[config.mk]
export PLATFORM = sky130hd
export DESIGN_NAME = decodeUnit
export DESIGN_NICKNAME = d
export VERILOG_FILES = /design/src/verilog/cpuPkg.sv /design/src/verilog/decodeUnit.sv
export SDC_FILE = /design/constraint.sdc
export NUM_CORES = 2
export LEC_CHECK = 0
export ABC_AREA = 0
export ABC_CLOCK_PERIOD_IN_PS = 4900
export BUFFER_PORTS_ARGS = -buffer_cell sky130_fd_sc_hd__buf_2
export CAP_MARGIN = 20
export CORE_UTILIZATION = 50
export CTS_CLUSTER_SIZE = 30
export DETAILED_ROUTE_END_ITERATION = 8
export PLACE_DENSITY = 0.73
export SYNTH_ARGS = -nofsm -noshare
export SYNTH_HDL_FRONTEND = slang
export SYNTH_SLANG_ARGS = --single-unit
[constraint.sdc]
create_clock -name clock -period 4.9 [get_ports clock]
set_clock_uncertainty 0.15 [all_clocks]
set_input_delay 0.245 -clock clock [delete_from_list [all_inputs] [get_ports clock]]
set_output_delay 0.245 -clock clock [all_outputs]
set_load 0.1 [all_outputs]
[src/verilog/cpuPkg.sv]
package cpuPkg;

  //////////////////////////////////////////////////
  // Basic types
  //////////////////////////////////////////////////
  typedef logic [31:0] word;     // Data, address and instruction
  typedef logic [4:0]  regAddr;  // Register number
  typedef logic [5:0]  opcode;   // Primary opcode field
  typedef logic [5:0]  funct;    // R-type function field

  // ALU operations
  typedef enum logic [3:0] {
    aluAdd,
    aluSub,
    aluAnd,
    aluOr,
    aluXor,
    aluNor,
    aluSlt,
    aluSltu,
    aluSll,
    aluSrl,
    aluSra,
    aluLui
  } aluOp;

  //////////////////////////////////////////////////
  // Instruction encodings
  //////////////////////////////////////////////////
  localparam opcode opRType = 6'h00;
  localparam opcode opJ     = 6'h02;
  localparam opcode opJal   = 6'h03;
  localparam opcode opBeq   = 6'h04;
  localparam opcode opBne   = 6'h05;
  localparam opcode opAddiu = 6'h09;
  localparam opcode opSlti  = 6'h0A;
  localparam opcode opSltiu = 6'h0B;
  localparam opcode opAndi  = 6'h0C;
  localparam opcode opOri   = 6'h0D;
  localparam opcode opXori  = 6'h0E;
  localparam opcode opLui   = 6'h0F;
  localparam opcode opLw    = 6'h23;
  localparam opcode opSw    = 6'h2B;

  // Function codes under opRType
  localparam funct fnSll  = 6'h00;
  localparam funct fnSrl  = 6'h02;
  localparam funct fnSra  = 6'h03;
  localparam funct fnSllv = 6'h04;  // Shift amount from rs
  localparam funct fnSrlv = 6'h06;
  localparam funct fnSrav = 6'h07;
  localparam funct fnJr   = 6'h08;
  localparam funct fnAddu = 6'h21;
  localparam funct fnSubu = 6'h23;
  localparam funct fnAnd  = 6'h24;
  localparam funct fnOr   = 6'h25;
  localparam funct fnXor  = 6'h26;
  localparam funct fnNor  = 6'h27;
  localparam funct fnSlt  = 6'h2A;
  localparam funct fnSltu = 6'h2B;

  //////////////////////////////////////////////////
  // Memory map
  //////////////////////////////////////////////////
  localparam int imemDepthLog2 = 8;  // 256 instruction words
  localparam int dmemDepthLog2 = 8;  // 256 data words

  localparam word ioBase    = 32'hFFFF_FC00;
  localparam word ioInAddr  = ioBase;
  localparam word ioOutAddr = ioBase + 32'd4;

  // Stack pointer starts at the top data word
  localparam word    spStart = 32'h0000_03FC;
  localparam regAddr spReg   = 5'd29;
  localparam regAddr linkReg = 5'd31;

endpackage

[src/verilog/decodeUnit.sv]
module decodeUnit (
  input  logic        clock,
  input  logic        reset,
  input  cpuPkg::word instruction,
  input  cpuPkg::word memData,     // Load data from RAM or I/O
  input  cpuPkg::word aluResult,
  input  cpuPkg::word pcPlus4,     // Return address for jal
  input  logic        jal,
  input  logic        regWrite,
  input  logic        memToReg,
  input  logic        regDst,
  input  logic        zeroExtend,
  output cpuPkg::word readData1,
  output cpuPkg::word readData2,
  output cpuPkg::word immExtended
);
  import cpuPkg::*;

  regAddr      rs;
  regAddr      rt;
  regAddr      rd;
  logic [15:0] immediate;

  regAddr writeAddr;
  word    writeData;
  word    regFile [0:31];

  assign rs        = instruction[25:21];
  assign rt        = instruction[20:16];
  assign rd        = instruction[15:11];
  assign immediate = instruction[15:0];

  // Logical immediates and sltiu use zero extension
  assign immExtended = zeroExtend ? {16'b0, immediate} : {{16{immediate[15]}}, immediate};

  // Combinational operand read
  assign readData1 = regFile[rs];
  assign readData2 = regFile[rt];

  //////////////////////////////////////////////////
  // Writeback
  //////////////////////////////////////////////////
  always_comb begin
    if (jal) begin
      writeAddr = linkReg;
      writeData = pcPlus4;
    end else begin
      writeAddr = regDst ? rd : rt;
      writeData = memToReg ? memData : aluResult;
    end
  end

  always_ff @(posedge clock) begin
    if (reset) begin
      for (int i = 0; i < 32; i++) begin
        regFile[i] <= '0;
      end
      regFile[spReg] <= spStart;  // Stack pointer
    end else if (regWrite && writeAddr != '0) begin
      regFile[writeAddr] <= writeData;  // r0 stays zero
    end
  end

endmodule

Word-level counts from Yosys, hierarchy flattened
Memory sizes are Yosys's and may differ from the RTL's.
Index checks and enable logic that the tools add are counted.
Storage, ports and cells
  register bits: 0
  RAM bits: 1024
  input port bits: 135
  output and inout port bits: 96
  memories: 1
Memories
  regFile: depth 32, bits a word 32, read ports 2, clocked after Yosys merged registers in 0, wr ports 32, RTL line decodeUnit.sv:26  | word regFile [0:31];
Operators by class
  mux-type cells: 14
  bitwise gates (word level): 1
  reductions and logical operators: 3
Operators by type and width (number)
  2-to-1 mux 32 bit: 5
  OR reduction 32 bit: 1
  2-to-1 mux 5 bit: 3
  2-to-1 mux 1 bit: 6
  nonzero test 5 bit: 1
  logical AND 1 bit: 1
  OR 1 bit: 1

Logic depth before layout (Yosys ltp)
  depth in word-level cells: 9
  depth in mapped cells: 8
  depth with buffers taken out: 5

Least setup slack after synthesis
OpenSTA, ideal clock, no wires.
  kind: input to output
  start point: input zeroExtend
  end point: output immExtended[17]
  arrival: 2.614 ns
  data required time: 4.505 ns
  path slack: 1.891 ns
  stages: 2
  cells stage by stage: nor2b_1 -> buf_4
Between the ends
  longest elaborated chain between the ends: 1
Ends and longest elaborated chain
  start: declaration: RTL line decodeUnit.sv:12  | input logic zeroExtend,
  2-to-1 mux 32 bit: RTL line decodeUnit.sv:34  | assign immExtended = zeroExtend ? {16'b0, immediate} : {{16{immediate[15]}}, immediate};
  end: declaration: RTL line decodeUnit.sv:15  | output cpuPkg::word immExtended
No other way between the ends.

Final worst setup path
  start point: input instruction[17]
  end point: output readData2[5]
Between the ends
  longest elaborated chain between the ends: 1
Ends and longest elaborated chain
  start: declaration: RTL line decodeUnit.sv:4  | input cpuPkg::word instruction,
  memory (32 x 32 bit)
  end: declaration: RTL line decodeUnit.sv:14  | output cpuPkg::word readData2,
No other way between the ends.

==> run summary <==
======================================================================================================
Result of the run                                                                         complete, no violations
Initial drt markers                                                                              5,241
Cell types with the largest area share after synthesis                                    sky130_fd_sc_hd__edfxtp_1 57%, sky130_fd_sc_hd__mux2i_1 20%, sky130_fd_sc_hd__nor2_1 7.1%, sky130_fd_sc_hd__a22oi_1 2.7%, sky130_fd_sc_hd__a21oi_1 2.1%
Die extent in x                                                                                 331 um
TritonCTS Buffers                                                                                  100
Maximum fanout along the worst path                                                                 67
Buffer cell driving the clock tree root                                                   sky130_fd_sc_hd__clkbuf_16
Setup repair after global routing missed its margin                                                 no
Final total negative setup slack                                                                  0 ns
Final Hold Vio Count                                                                                 0
Top-level port count                                                                               231
Total of max-cap violations                                                                          0
Clock tree buffer depth                                                                              3
Areal power density over the cells                                                         353 nW/um^2
Biggest regs                                                                              regFile x1024
Normalized max-slew margin                                                                       23.6%
Part of the Yosys area used for sequential elements                                              56.8%
Dominant register cell in the synthesized netlist                                         sky130_fd_sc_hd__edfxtp_1
Achievable clock frequency                                                                   0.262 GHz
Largest net degree at the start of global routing                                                  117
Via count of the first global-routing pass                                                      39,100
Period utilization                                                                               77.8%
Final standard cell area without fillers                                                   59,500 um^2
Post-cts repair resize count                                                                         0
Number of levels the H-tree was split into                                                           3
Commonest cells after routing, fill and taps aside                                        1,057 x sky130_fd_sc_hd__mux2i_1, 1,024 x sky130_fd_sc_hd__edfxtp_1, 1,018 x sky130_fd_sc_hd__nor2_1
Number of port buffers                                                                             202
Area leader, netlist                                                                      sky130_fd_sc_hd__edfxtp_1
Count of vias placed by the detailed router                                                     40,200
Combined global-route utilization of all metal layers                                            29.9%
WL final                                                                                    169,000 um
Height of the die                                                                               331 um
Total placed instance area                                                                 56,500 um^2
Static leakage power                                                                           22.9 nW
Final setup margin                                                                             1.09 ns
Post-route minimum period                                                                      3.81 ns
Total die area                                                                            110,000 um^2
Post-placement setup slack                                                                     1.20 ns
Layout Nets                                                                                      4,895
Yosys warning count                                                                                  0
Clock tree from TritonCTS                                                                        built
Leftover overflow at the end of global routing                                                       0
Capturing element type of the critical path                                                 output pin
Clock transition at the register clock pins on the worst setup and hold paths after CTS        0.06 ns
Total setup buffers inserted after CTS                                                               0
Flip-flop count of the largest register, all copies and words added                              1,024
Area grow syn2layout                                                                             9.93%
Hold crit path type                                                                       input pin to flip-flop
Top cell type's share of synthesized area                                                        56.8%
Most frequent standard cell in the layout excluding fill and tap cells                    sky130_fd_sc_hd__mux2i_1
Number of buffers inserted for hold repair after clock tree synthesis                                6
Worst supply voltage drop on vdd                                                            0.000295 V
Length of the first detailed-routing pass in iterations                                              6
Type of the setup path with the least slack                                               input pin to output pin
Total number of placement rows                                                                     120
Ratio of cells with drive above 1 in the final layout                                            11.6%
Initial core utilization                                                                         50.5%
Remaining number of nets flagged by the antenna check after routing                                  0
Initial antenna violation count                                                                      7
Final GP Congestion                                                                              0.898
Post-detail-place hpwl                                                                      101,000 um
Syn_area_per_cell                                                                            11.4 um^2
Core area                                                                                 107,000 um^2
Global-route wire length before repair                                                      242,000 um
Slew @ Worst Pin                                                                               1.15 ns
Number of flops mapped to enable cells by yosys                                                  1,024
Post-DR vias/cell                                                                                 6.44
Clk sink count                                                                                   1,024
Combined area of all synthesized cells                                                     54,200 um^2
WL/cell                                                                                        27.0 um
Final setup viols                                                                                    0
Required arrival time at the worst endpoint                                                    4.51 ns
Cell count after synthesis                                                                       4,769
Startpoint type of the worst setup path                                                      input pin
Register containing the most flip-flops in the final layout                                    regFile
Share of synthesized registers carrying an async set or reset                                       0%
Count of different cell masters after synthesis                                                     31
Flop and latch count out of synthesis                                                            1,024
Final slew viol count                                                                                0
CP Data Arrival Time                                                                           3.42 ns
DRC                                                                                                  0
======================================================================================================
[area by class of cell]
cell class / count / area, um^2
fillers: 8840 / 47700
flip-flops and latches: 1024 / 30700
multi-input cells: 3284 / 21600
clock buffers: 135 / 2700
repair buffers: 348 / 2430
well taps: 1403 / 1760
clock inverters: 43 / 270
inverters: 2 / 7.51
diodes: 1 / 2.50
[critical path, stage by stage]
cell and delay, ns:
sky130_fd_sc_hd__buf_8 0.51, sky130_fd_sc_hd__buf_4 0.53, sky130_fd_sc_hd__buf_4 0.64, sky130_fd_sc_hd__mux2i_1 0.16
sky130_fd_sc_hd__a22oi_1 0.22, sky130_fd_sc_hd__nand3_1 0.24, sky130_fd_sc_hd__nand3_1 0.23, sky130_fd_sc_hd__buf_2 0.46
[power by group]
| part | switching [mW] | internal, mW | leakage, nW |
|---|---|---|---|
| combinational | 2.45 | 0.908 | 11.7 |
| sequential | 0.250 | 10.1 | 9.75 |
| clock | 3.32 | 3.95 | 1.45 |
| total | 6.02 | 15.0 | 22.9 |
[path summary, 6_finish.rpt]
path	endpoint	cells after the start	slack, ns	from
hold / removal	regFile[7][17]$_SDFFCE_PN0P_	4	0.02	pcPlus4[17]
setup / recovery	readData2[5]	8	1.09	instruction[17]
[stage by stage]
step | power (mW) | hold WS, ns | std cells | util (%)
floorplan | 12.8 | 0.353 | 4800 | -
global placement | 13.7 | 0.341 | 6052 | 52.6
detailed placement | 13.8 | 0.341 | 6053 | 52.7
CTS | 20.9 | 0.00534 | 6237 | 55.5
global route | 21.5 | 0.0422 | 6240 | 55.5
finish | 21.0 | 0.0191 | 6240 | 55.5
[routing by layer]
metal	wire length, um	vias up	track usage [%]
met2	79900	2538	49.1
met1	62600	19800	38.6
li1	-	17400	-
met5	38	-	0
met3	19800	445	6.22
met4	6280	6	12.2
[kinds of logic after synthesis]
group / after synthesis / synth area share, %
compound gates: 617 / 7.67
buf+inv: 492 / 4.10
flops: 1024 / 56.8
mux: 1057 / 19.5
other cells: 1 / 0.00692
simple gates: 1578 / 11.9
[cells in the mapped netlist, types with 2 or more instances]
| master | instances |
|---|---|
| sky130_fd_sc_hd__mux2i_1 | 1057 |
| sky130_fd_sc_hd__edfxtp_1 | 1024 |
| sky130_fd_sc_hd__nor2_1 | 1020 |
| sky130_fd_sc_hd__clkbuf_1 | 232 |
| sky130_fd_sc_hd__a21oi_1 | 227 |
| sky130_fd_sc_hd__nand2_1 | 225 |
| sky130_fd_sc_hd__nand3_1 | 205 |
| sky130_fd_sc_hd__buf_2 | 198 |
| sky130_fd_sc_hd__a22oi_1 | 192 |
| sky130_fd_sc_hd__a22o_1 | 128 |
| sky130_fd_sc_hd__nor3_1 | 66 |
| sky130_fd_sc_hd__a31oi_1 | 64 |
| sky130_fd_sc_hd__nand2b_1 | 35 |
| sky130_fd_sc_hd__buf_4 | 33 |
| sky130_fd_sc_hd__buf_1 | 27 |
| sky130_fd_sc_hd__and2_1 | 7 |
| sky130_fd_sc_hd__nor2b_1 | 5 |
| sky130_fd_sc_hd__a21oi_2 | 3 |
| sky130_fd_sc_hd__nand3b_1 | 3 |
| sky130_fd_sc_hd__or2_2 | 3 |
| sky130_fd_sc_hd__or3b_1 | 3 |
| sky130_fd_sc_hd__inv_1 | 2 |
| sky130_fd_sc_hd__nor2_2 | 2 |
Power figures use the tool's default switching activity.
