`src/verilog/cpuPkg.sv`:
```
package cpuPkg;

  //////////////////////////////////////////////////
  // Basic types
  //////////////////////////////////////////////////
  typedef logic [31:0] word;     // Data, address and instruction
  typedef logic [4:0]  regAddr;  // Register number
  typedef logic [5:0]  opcode;   // Primary opcode field
  typedef logic [5:0]  funct;    // R-type function field

  // ALU operations
  typedef enum logic [3:0] {
    aluAdd,
    aluSub,
    aluAnd,
    aluOr,
    aluXor,
    aluNor,
    aluSlt,
    aluSltu,
    aluSll,
    aluSrl,
    aluSra,
    aluLui
  } aluOp;

  //////////////////////////////////////////////////
  // Instruction encodings
  //////////////////////////////////////////////////
  localparam opcode opRType = 6'h00;
  localparam opcode opJ     = 6'h02;
  localparam opcode opJal   = 6'h03;
  localparam opcode opBeq   = 6'h04;
  localparam opcode opBne   = 6'h05;
  localparam opcode opAddiu = 6'h09;
  localparam opcode opSlti  = 6'h0A;
  localparam opcode opSltiu = 6'h0B;
  localparam opcode opAndi  = 6'h0C;
  localparam opcode opOri   = 6'h0D;
  localparam opcode opXori  = 6'h0E;
  localparam opcode opLui   = 6'h0F;
  localparam opcode opLw    = 6'h23;
  localparam opcode opSw    = 6'h2B;

  // Function codes under opRType
  localparam funct fnSll  = 6'h00;
  localparam funct fnSrl  = 6'h02;
  localparam funct fnSra  = 6'h03;
  localparam funct fnSllv = 6'h04;  // Shift amount from rs
  localparam funct fnSrlv = 6'h06;
  localparam funct fnSrav = 6'h07;
  localparam funct fnJr   = 6'h08;
  localparam funct fnAddu = 6'h21;
  localparam funct fnSubu = 6'h23;
  localparam funct fnAnd  = 6'h24;
  localparam funct fnOr   = 6'h25;
  localparam funct fnXor  = 6'h26;
  localparam funct fnNor  = 6'h27;
  localparam funct fnSlt  = 6'h2A;
  localparam funct fnSltu = 6'h2B;

  //////////////////////////////////////////////////
  // Memory map
  //////////////////////////////////////////////////
  localparam int imemDepthLog2 = 8;  // 256 instruction words
  localparam int dmemDepthLog2 = 8;  // 256 data words

  localparam word ioBase    = 32'hFFFF_FC00;
  localparam word ioInAddr  = ioBase;
  localparam word ioOutAddr = ioBase + 32'd4;

  // Stack pointer starts at the top data word
  localparam word    spStart = 32'h0000_03FC;
  localparam regAddr spReg   = 5'd29;
  localparam regAddr linkReg = 5'd31;

endpackage

```
`src/verilog/controlUnit.sv`:
```
module controlUnit (
  input  cpuPkg::word  instruction,
  output logic         regWrite,
  output logic         regDst,
  output logic         jal,
  output logic         memToReg,
  output logic         memRead,
  output logic         memWrite,
  output logic         aluSrc,
  output logic         shiftByImm,
  output logic         branchEq,
  output logic         branchNe,
  output logic         jump,
  output logic         jumpReg,
  output cpuPkg::aluOp aluOperation,
  output logic         zeroExtend
);
  import cpuPkg::*;

  opcode opField;
  funct  fnField;

  assign opField = instruction[31:26];
  assign fnField = instruction[5:0];

  always_comb begin
    // Defaults give a no-op, so unknown encodings write nothing
    regWrite     = 1'b0;
    regDst       = 1'b0;
    jal          = 1'b0;
    memToReg     = 1'b0;
    memRead      = 1'b0;
    memWrite     = 1'b0;
    aluSrc       = 1'b0;
    shiftByImm   = 1'b0;
    branchEq     = 1'b0;
    branchNe     = 1'b0;
    jump         = 1'b0;
    jumpReg      = 1'b0;
    zeroExtend   = 1'b0;
    aluOperation = aluAdd;

    case (opField)
      opRType: begin
        regDst   = 1'b1;
        regWrite = 1'b1;
        case (fnField)
          fnAddu: aluOperation = aluAdd;
          fnSubu: aluOperation = aluSub;
          fnAnd:  aluOperation = aluAnd;
          fnOr:   aluOperation = aluOr;
          fnXor:  aluOperation = aluXor;
          fnNor:  aluOperation = aluNor;
          fnSlt:  aluOperation = aluSlt;
          fnSltu: aluOperation = aluSltu;
          fnSll, fnSrl, fnSra: begin
            shiftByImm   = 1'b1;  // Amount from shamt
            aluOperation = (fnField == fnSll) ? aluSll :
                           (fnField == fnSrl) ? aluSrl : aluSra;
          end
          fnSllv: aluOperation = aluSll;
          fnSrlv: aluOperation = aluSrl;
          fnSrav: aluOperation = aluSra;
          fnJr: begin
            regWrite = 1'b0;
            jumpReg  = 1'b1;
          end
          default: regWrite = 1'b0;
        endcase
      end

      //////////////////////////////////////////////////
      // Jumps and branches
      //////////////////////////////////////////////////
      opJ:   jump = 1'b1;
      opJal: begin
        jump     = 1'b1;
        jal      = 1'b1;  // Link into r31
        regWrite = 1'b1;
      end
      opBeq: branchEq = 1'b1;
      opBne: branchNe = 1'b1;

      // Immediate forms
      opAddiu, opSlti, opSltiu, opAndi, opOri, opXori, opLui: begin
        regWrite   = 1'b1;
        aluSrc     = 1'b1;
        zeroExtend = (opField == opAndi) || (opField == opOri) ||
                     (opField == opXori) || (opField == opSltiu);
        case (opField)
          opSlti:  aluOperation = aluSlt;
          opSltiu: aluOperation = aluSltu;
          opAndi:  aluOperation = aluAnd;
          opOri:   aluOperation = aluOr;
          opXori:  aluOperation = aluXor;
          opLui:   aluOperation = aluLui;
          default: aluOperation = aluAdd;
        endcase
      end

      opLw: begin
        regWrite = 1'b1;
        aluSrc   = 1'b1;
        memRead  = 1'b1;
        memToReg = 1'b1;
      end
      opSw: begin
        aluSrc   = 1'b1;
        memWrite = 1'b1;
      end
      default: ;
    endcase
  end

endmodule

```
`config.mk`:
```
export PLATFORM = sky130hd
export DESIGN_NAME = controlUnit
export DESIGN_NICKNAME = d
export VERILOG_FILES = /design/src/verilog/cpuPkg.sv /design/src/verilog/controlUnit.sv
export SDC_FILE = /design/constraint.sdc
export NUM_CORES = 1
export LEC_CHECK = 0
export ABC_AREA = 0
export BUFFER_PORTS_ARGS = -buffer_cell sky130_fd_sc_hd__buf_2
export CAP_MARGIN = 5
export CORE_AREA = 2 2 39 41
export DETAILED_ROUTE_END_ITERATION = 16
export DIE_AREA = 0 0 41 43
export PLACE_DENSITY = 0.78
export SKIP_LAST_GASP = 1
export SYNTH_ARGS = -nofsm -noshare
export SYNTH_HDL_FRONTEND = slang
export SYNTH_SLANG_ARGS = --single-unit
```
`constraint.sdc`:
```
create_clock -name vclk -period 2.4
set_input_delay 0.48 -clock vclk [all_inputs]
set_output_delay 0.48 -clock vclk [all_outputs]
set_load 0.05 [all_outputs]
```
* After elaboration in Yosys (flattened, before gate mapping)
Cells that the tools add are included.
W data, S select, Z words.
** Storage, ports and cells
- Register bits :: 0
- Output and inout port bits :: 17
- Logic and storage cells :: 58
** Operators by class
- Eq/ne operators :: 27
- Muxes and demuxes :: 20
- Reduce and logical (&&, ||, !) cells :: 11
** Operators with widths (number)
- $eq A6 B6 Y1 const B :: 10
- $eq A6 B4 Y1 const B :: 8
- $pmux W4 S11 :: 1
- $eq A6 B3 Y1 const B :: 5
- $eq A6 B2 Y1 const B :: 4
- $pmux W4 S6 :: 1
- $reduce_or A9 Y1 :: 2
- $mux W1 :: 14
- $reduce_or A14 Y1 :: 1
- $logic_not A6 Y1 :: 2
- $pmux W4 S2 :: 1
- $reduce_or A7 Y1 :: 1
- $mux W2 :: 2
- $logic_or A1 B1 Y1 :: 3
- $reduce_or A3 Y1 :: 1
- $pmux W1 S2 :: 1
- $reduce_or A2 Y1 :: 1

* Logic depth before layout (Yosys ltp)
Gate-level depths: netlist (run 1).
- Depth after elaboration :: 5
- Depth in mapped cells :: 5

* Worst setup path after synthesis (run 1)
Ideal clock, no wire load.
- Path kind :: input -> output
- Start :: input instruction[27]
- End :: output memToReg
- Arrival :: 2858 ps
- Required time :: 1920 ps
- Slack :: -938 ps
- Cell stages on the path :: 4
- Cell sequence :: clkbuf_1 nand2_1 nor4_1 buf_4
** Between the ends
- Word-level cells in the longest chain between the ends :: 2
** Ends and longest elaborated chain
- start: declaration :: line controlUnit.sv:2 : input cpuPkg::word instruction,
- $eq A6 B6 Y1
- $mux W1
- end: declaration :: line controlUnit.sv:6 : output logic memToReg,
No other way between the ends.

* Worst setup path after layout (run 1)
- Start :: input instruction[5]
- End :: output aluOperation[1]
** Between the ends
- Word-level cells in the longest chain between the ends :: 5
- Elaborated cells on any way between the ends :: 18
- Classes of those cells :: eq/ne: 12; mux: 4; reduce/logical: 2
** Ends and longest elaborated chain
- $eq A6 B2 Y1 :: line controlUnit.sv:47, controlUnit.sv:59
- $mux W2 :: line controlUnit.sv:59 : (fnField == fnSrl) ? aluSrl : aluSra;
- $mux W2 :: line controlUnit.sv:58 : aluOperation = (fnField == fnSll) ? aluSll :
- $pmux W4 S11 (*) :: line controlUnit.sv:47 : case (fnField)
- $pmux W4 S2 (*) :: line controlUnit.sv:43 : case (opField)
- end: declaration :: line controlUnit.sv:15 : output cpuPkg::aluOp aluOperation,
Mark *: on every way between the ends. The rest lies on a longest branch, timed or not.

==> impl_metrics.json, run 1 <==
{
  "worst_slew_pin_slew_ps": 486,
  "num_rows": 14,
  "cts_setup_buffers": 0,
  "critPathMaxFanout": 9,
  "drive_gt1_share_pct": 48.0,
  "path_cells": "buf_2 -> nor2b_1 -> or3_1 -> a211oi_2 -> o2bb2ai_1 -> buf_2",
  "fmax_mhz": 433,
  "antenna_cells": 0,
  "crit_buf_inv": 2,
  "slowest_delay_ps": 360,
  "cp_common_cell": "buf_2",
  "dieArea_um2": 1760,
  "grt_pass1_vias": 494,
  "start_kind": "input port",
  "ant_nets": 0,
  "syn_area_per_cell_um2": 6.05,
  "die_height_um": 43,
  "post-route-min-period_ps": 2310,
  "clkbuf_count": 0,
  "syn_inst": 72,
  "synth_area_um2": 435,
  "slew_headroom_pct": 67.5,
  "yosysWarnings": 0,
  "critPathTopFamily": "simple AND/OR/NAND/NOR gates",
  "drt_iter0_markers": 3,
  "drv_cap": 0,
  "vias_per_cell": 5.43,
  "area_growth_pct": 53.4,
  "fin_nets": 134,
  "drc": 0,
  "post-route-period-util_pct": 96.3,
  "crit_arrival_ps": 1830,
  "path_class": "in2out",
  "hold_path_depth": 3,
  "post-dp-hpwl_um": 1100,
  "p_leak_nw": 0.314,
  "layoutNonFillerInstCount": 116,
  "final_cell_mix": "29 x buf_2, 7 x nor2_1, 6 x nand2_1",
  "outcome": "finished, final reports clean",
  "port_buffers": 29,
  "synth_nets": 104,
  "fill_cells": 150,
  "antenna_found_initial": 0,
  "wl_per_cell_um": 11.7,
  "required_ps": 1920,
  "grt_use_total_pct": 15.4,
  "drt-total-wl_um": 1360,
  "worst_path_max_delay_cell": "or3_1",
  "start_util_pct": 31.5,
  "fp.dieW_um": 41,
  "whs_endpoint": "aluSrc",
  "numSequentialCells": 0,
  "regArea_um2": 0,
  "grt_max_degree": 13,
  "gr-total-overflow": 0,
  "dr_total_vias": 630,
  "total_power_mw": 0.105,
  "place_inst": 116,
  "dr.pass1.iters": 2,
  "final_common_cell": "buf_2",
  "ys_types": 39,
  "synth_sequential_area_ratio_pct": 0,
  "drv_slew": 0,
  "rsz0062_at_grt": "false",
  "p_per_area_nw_per_um2": 157,
  "grt_pass1_wl_um": 2040,
  "gp_congestion": 0.757,
  "crit_path_end_kind": "output pin",
  "io_pins": 49,
  "hold_start": "instruction[30]",
  "ir_drop_mv": 0.0629,
  "hold_viol": 0,
  "core_area_um2": 1380,
  "finalSetupViolCount": 0,
  "hold_path_class": "in2out"
}
[synthesized netlist by cell type, types with 2 or more instances]
| cell | count | area share (%) |
|---|---|---|
| nor4_1 | 3 | 4.3 |
| nand2_1 | 6 | 5.2 |
| a21oi_1 | 3 | 3.4 |
| nand2b_1 | 2 | 2.9 |
| nor2b_1 | 5 | 7.2 |
| nor3b_1 | 3 | 5.2 |
| clkbuf_1 | 3 | 2.6 |
| nand3_1 | 3 | 3.4 |
| a21o_1 | 2 | 3.4 |
| inv_1 | 3 | 2.6 |
| nor2_1 | 7 | 6.0 |
| nor3_1 | 2 | 2.3 |
| o21ai_0 | 4 | 4.6 |
[metrics by stage]
stage | hold WS, ps | util (%) | setup TNS [ps] | worst slack, ps | cell area [um2]
final | 1380 | 48.3 | 0 | 89.4 | 668
after global placement | 1380 | 48.2 | 0 | 103 | 667
after CTS | 1380 | 48.2 | 0 | 63.1 | 667
after global routing | 1410 | 48.3 | 0 | 7.03 | 668
after floorplan | 1030 | - | -328 | -328 | 495
after detailed placement | 1370 | 48.2 | 0 | 64.9 | 667
[cell type report]
type / instances / area [um2] / area share [%]
timing repair buffer: 33 / 175 / 26.2
multi-input combinational: 63 / 458 / 68.5
tap: 16 / 20.0 / 3.00
inverter: 4 / 15.0 / 2.25
[worst max-delay path by stage]
stage                     depth (start not counted)  slack [ps]             from               to
after floorplan                                   4        -330  instruction[27]         memToReg
after global placement                            6         100   instruction[1]  aluOperation[3]
after detailed placement                          6          60   instruction[1]  aluOperation[3]
after CTS                                         6          60   instruction[1]  aluOperation[3]
after global routing                              6           7   instruction[5]  aluOperation[1]
final                                             6          90   instruction[5]  aluOperation[1]
[where the power goes]
group / switching [mW] / leakage [nW] / internal (mW) / total [mW]
registers: 0 / 0 / 0 / 0
clock network: 0 / 0 / 0 / 0
logic: 0.0687 / 0.314 / 0.0359 / 0.105
[repair_timing]
item / in CTS / in global routing
endpoints found under the setup margin: 0 / 1
hold buffers: 0 / 0
resized for setup: 0 / 1
[layer usage]
| layer | up-vias | global-route usage (%) | routed length (um) |
|---|---|---|---|
| met1 | 284 | 20.3 | 599 |
| met2 | 24 | 27.8 | 661 |
| met5 | - | 0 | 0 |
| met3 | 0 | 0.524 | 100 |
| met4 | 0 | 0 | 0 |
| li1 | 322 | - | - |
[cell families (layout without fill, tap and decap cells)]
kind of cell | count (synthesis) | count (layout) | synth area share, %
XOR/XNOR | 2 | 2 | 4.02
AND/OR/NAND/NOR | 42 | 42 | 56.9
AO/OA/AOI/OAI | 19 | 19 | 30.2
buffers and inverters | 9 | 37 | 8.91
Note: power is estimated with default switching activity, not from simulation.
==> run 2: changes to the inputs <==
Settings changed: PLACE_DENSITY 0.78 to 0.75.
==> run 2 against run 1 <==
  * Die area unchanged
  * Utilization increased by 0.18 points
  * Fmax increased by 0.96%
  * Total power increased by 1.4%
  * Flip-flop and latch count unchanged
  * Wire length increased by 4.6%
  * Hold slack improved by 3.0 ps
  * Via count increased by 3.8%
  * Setup slack improved by 22 ps
  * Critical endpoint is now aluOperation[0]
==> impl_metrics.json, run 2 (same netlist as run 1, synthesis figures left out) <==
{
  "die_height_um": 43,
  "antenna_cells": 0,
  "p_leak_nw": 0.314,
  "regArea_um2": 0,
  "num_rows": 14,
  "antenna_found_initial": 0,
  "gr-total-overflow": 0,
  "use_met1_pct": 19.0,
  "use_met3_pct": 1.57,
  "rsz0062_at_grt": "false",
  "required_ps": 1920,
  "met2_usage_pct": 30.6,
  "grt_pass1_wl_um": 2170,
  "dpl_cell_area_um2": 667,
  "clkbuf_count": 0,
  "p_per_area_nw_per_um2": 158,
  "path_class": "in2out",
  "dr.pass1.iters": 4,
  "numSequentialCells": 0,
  "final_cell_mix": "28 x buf_2, 7 x nor2_1, 6 x nand2_1",
  "drt-total-wl_um": 1420,
  "critPathMaxFanout": 9,
  "hold_buffers": 0,
  "outcome": "finished, final reports clean",
  "fmax_mhz": 437,
  "ir_drop_mv": 0.0670,
  "drive_gt1_share_pct": 48.0,
  "drv_cap": 0,
  "fin_nets": 134,
  "setup_slack_ps": 111,
  "dieArea_um2": 1760,
  "gp_congestion": 0.731,
  "grt.busiest_layer": "met2",
  "drc": 0,
  "port_buffers": 29,
  "vias_per_cell": 5.64,
  "grt_pass1_vias": 559,
  "start_util_pct": 31.5,
  "post-route-min-period_ps": 2290,
  "final_common_cell": "buf_2",
  "post-route-period-util_pct": 95.4,
  "start_kind": "input port",
  "cts_setup_buffers": 0,
  "crit_arrival_ps": 1810,
  "area_growth_pct": 54.0,
  "fill_cells": 146,
  "drt_iter0_markers": 18,
  "dr_total_vias": 654,
  "grt_max_degree": 13,
  "grt_use_total_pct": 16.4,
  "pre_cts_ws_ps": 36.3,
  "hold_path_class": "in2out",
  "drv_slew": 0,
  "post-dp-hpwl_um": 1120,
  "worst_slew_pin_slew_ps": 525,
  "hold_viol": 0,
  "finalSetupViolCount": 0,
  "fp.dieW_um": 41,
  "wl_per_cell_um": 12.3,
  "crit_path_end_kind": "output pin",
  "io_pins": 49,
  "core_area_um2": 1380,
  "slew_headroom_pct": 64.9,
  "fin_area_um2": 671,
  "ant_nets": 0
}
-- run 2: final cells by class --
| class | instances | area (um2) | share of cell area (%) |
|---|---|---|---|
| Multi-Input combinational cell | 63 | 458 | 68.3 |
| Tap cell | 16 | 20.0 | 2.99 |
| Inverter | 4 | 15.0 | 2.24 |
| Timing Repair Buffer | 33 | 178 | 26.5 |
-- run 2: worst max-delay path: stages --
cell and delay [ps]:
buf_2 140, nor2b_1 170, or3_1 360, a211oi_2 260, a21o_1 140, buf_2 250
-- run 2: metrics by stage --
step,setup TNS [ps],cells,power (mW),util (%),hold slack (ps)
final,0,116,0.106,48.5,1380
after global routing,0,116,0.115,48.5,1410
after CTS,0,116,0.105,48.2,1380
after detailed placement,0,116,0.105,48.2,1380
after global placement,0,116,0.102,48.2,1380
after floorplan,-328,72,0.0672,-,1030
-- run 2: timing repair --
item,CTS,global route
endpoints found under the setup margin,0,2
hold endpoints to repair,0,0
gates resized for setup,0,2
-- run 2: path summary, 6_finish.rpt --
kind | from | end | slack [ps] | cells after the start
max | instruction[5] | aluOperation[0] | 110 | 6
min | instruction[30] | aluSrc | 1380 | 3
-- run 2: metal layers --
layer	routed length, um	part of all wire (%)
met5	0	0
met4	0	0
met3	135	9.5
met2	681	48
met1	607	43
-- run 2: power breakdown --
group          total [mW]  internal (mW)  switching (mW)
clock                   0              0               0
sequential              0              0               0
combinational       0.106         0.0362          0.0699
total               0.106         0.0362          0.0699
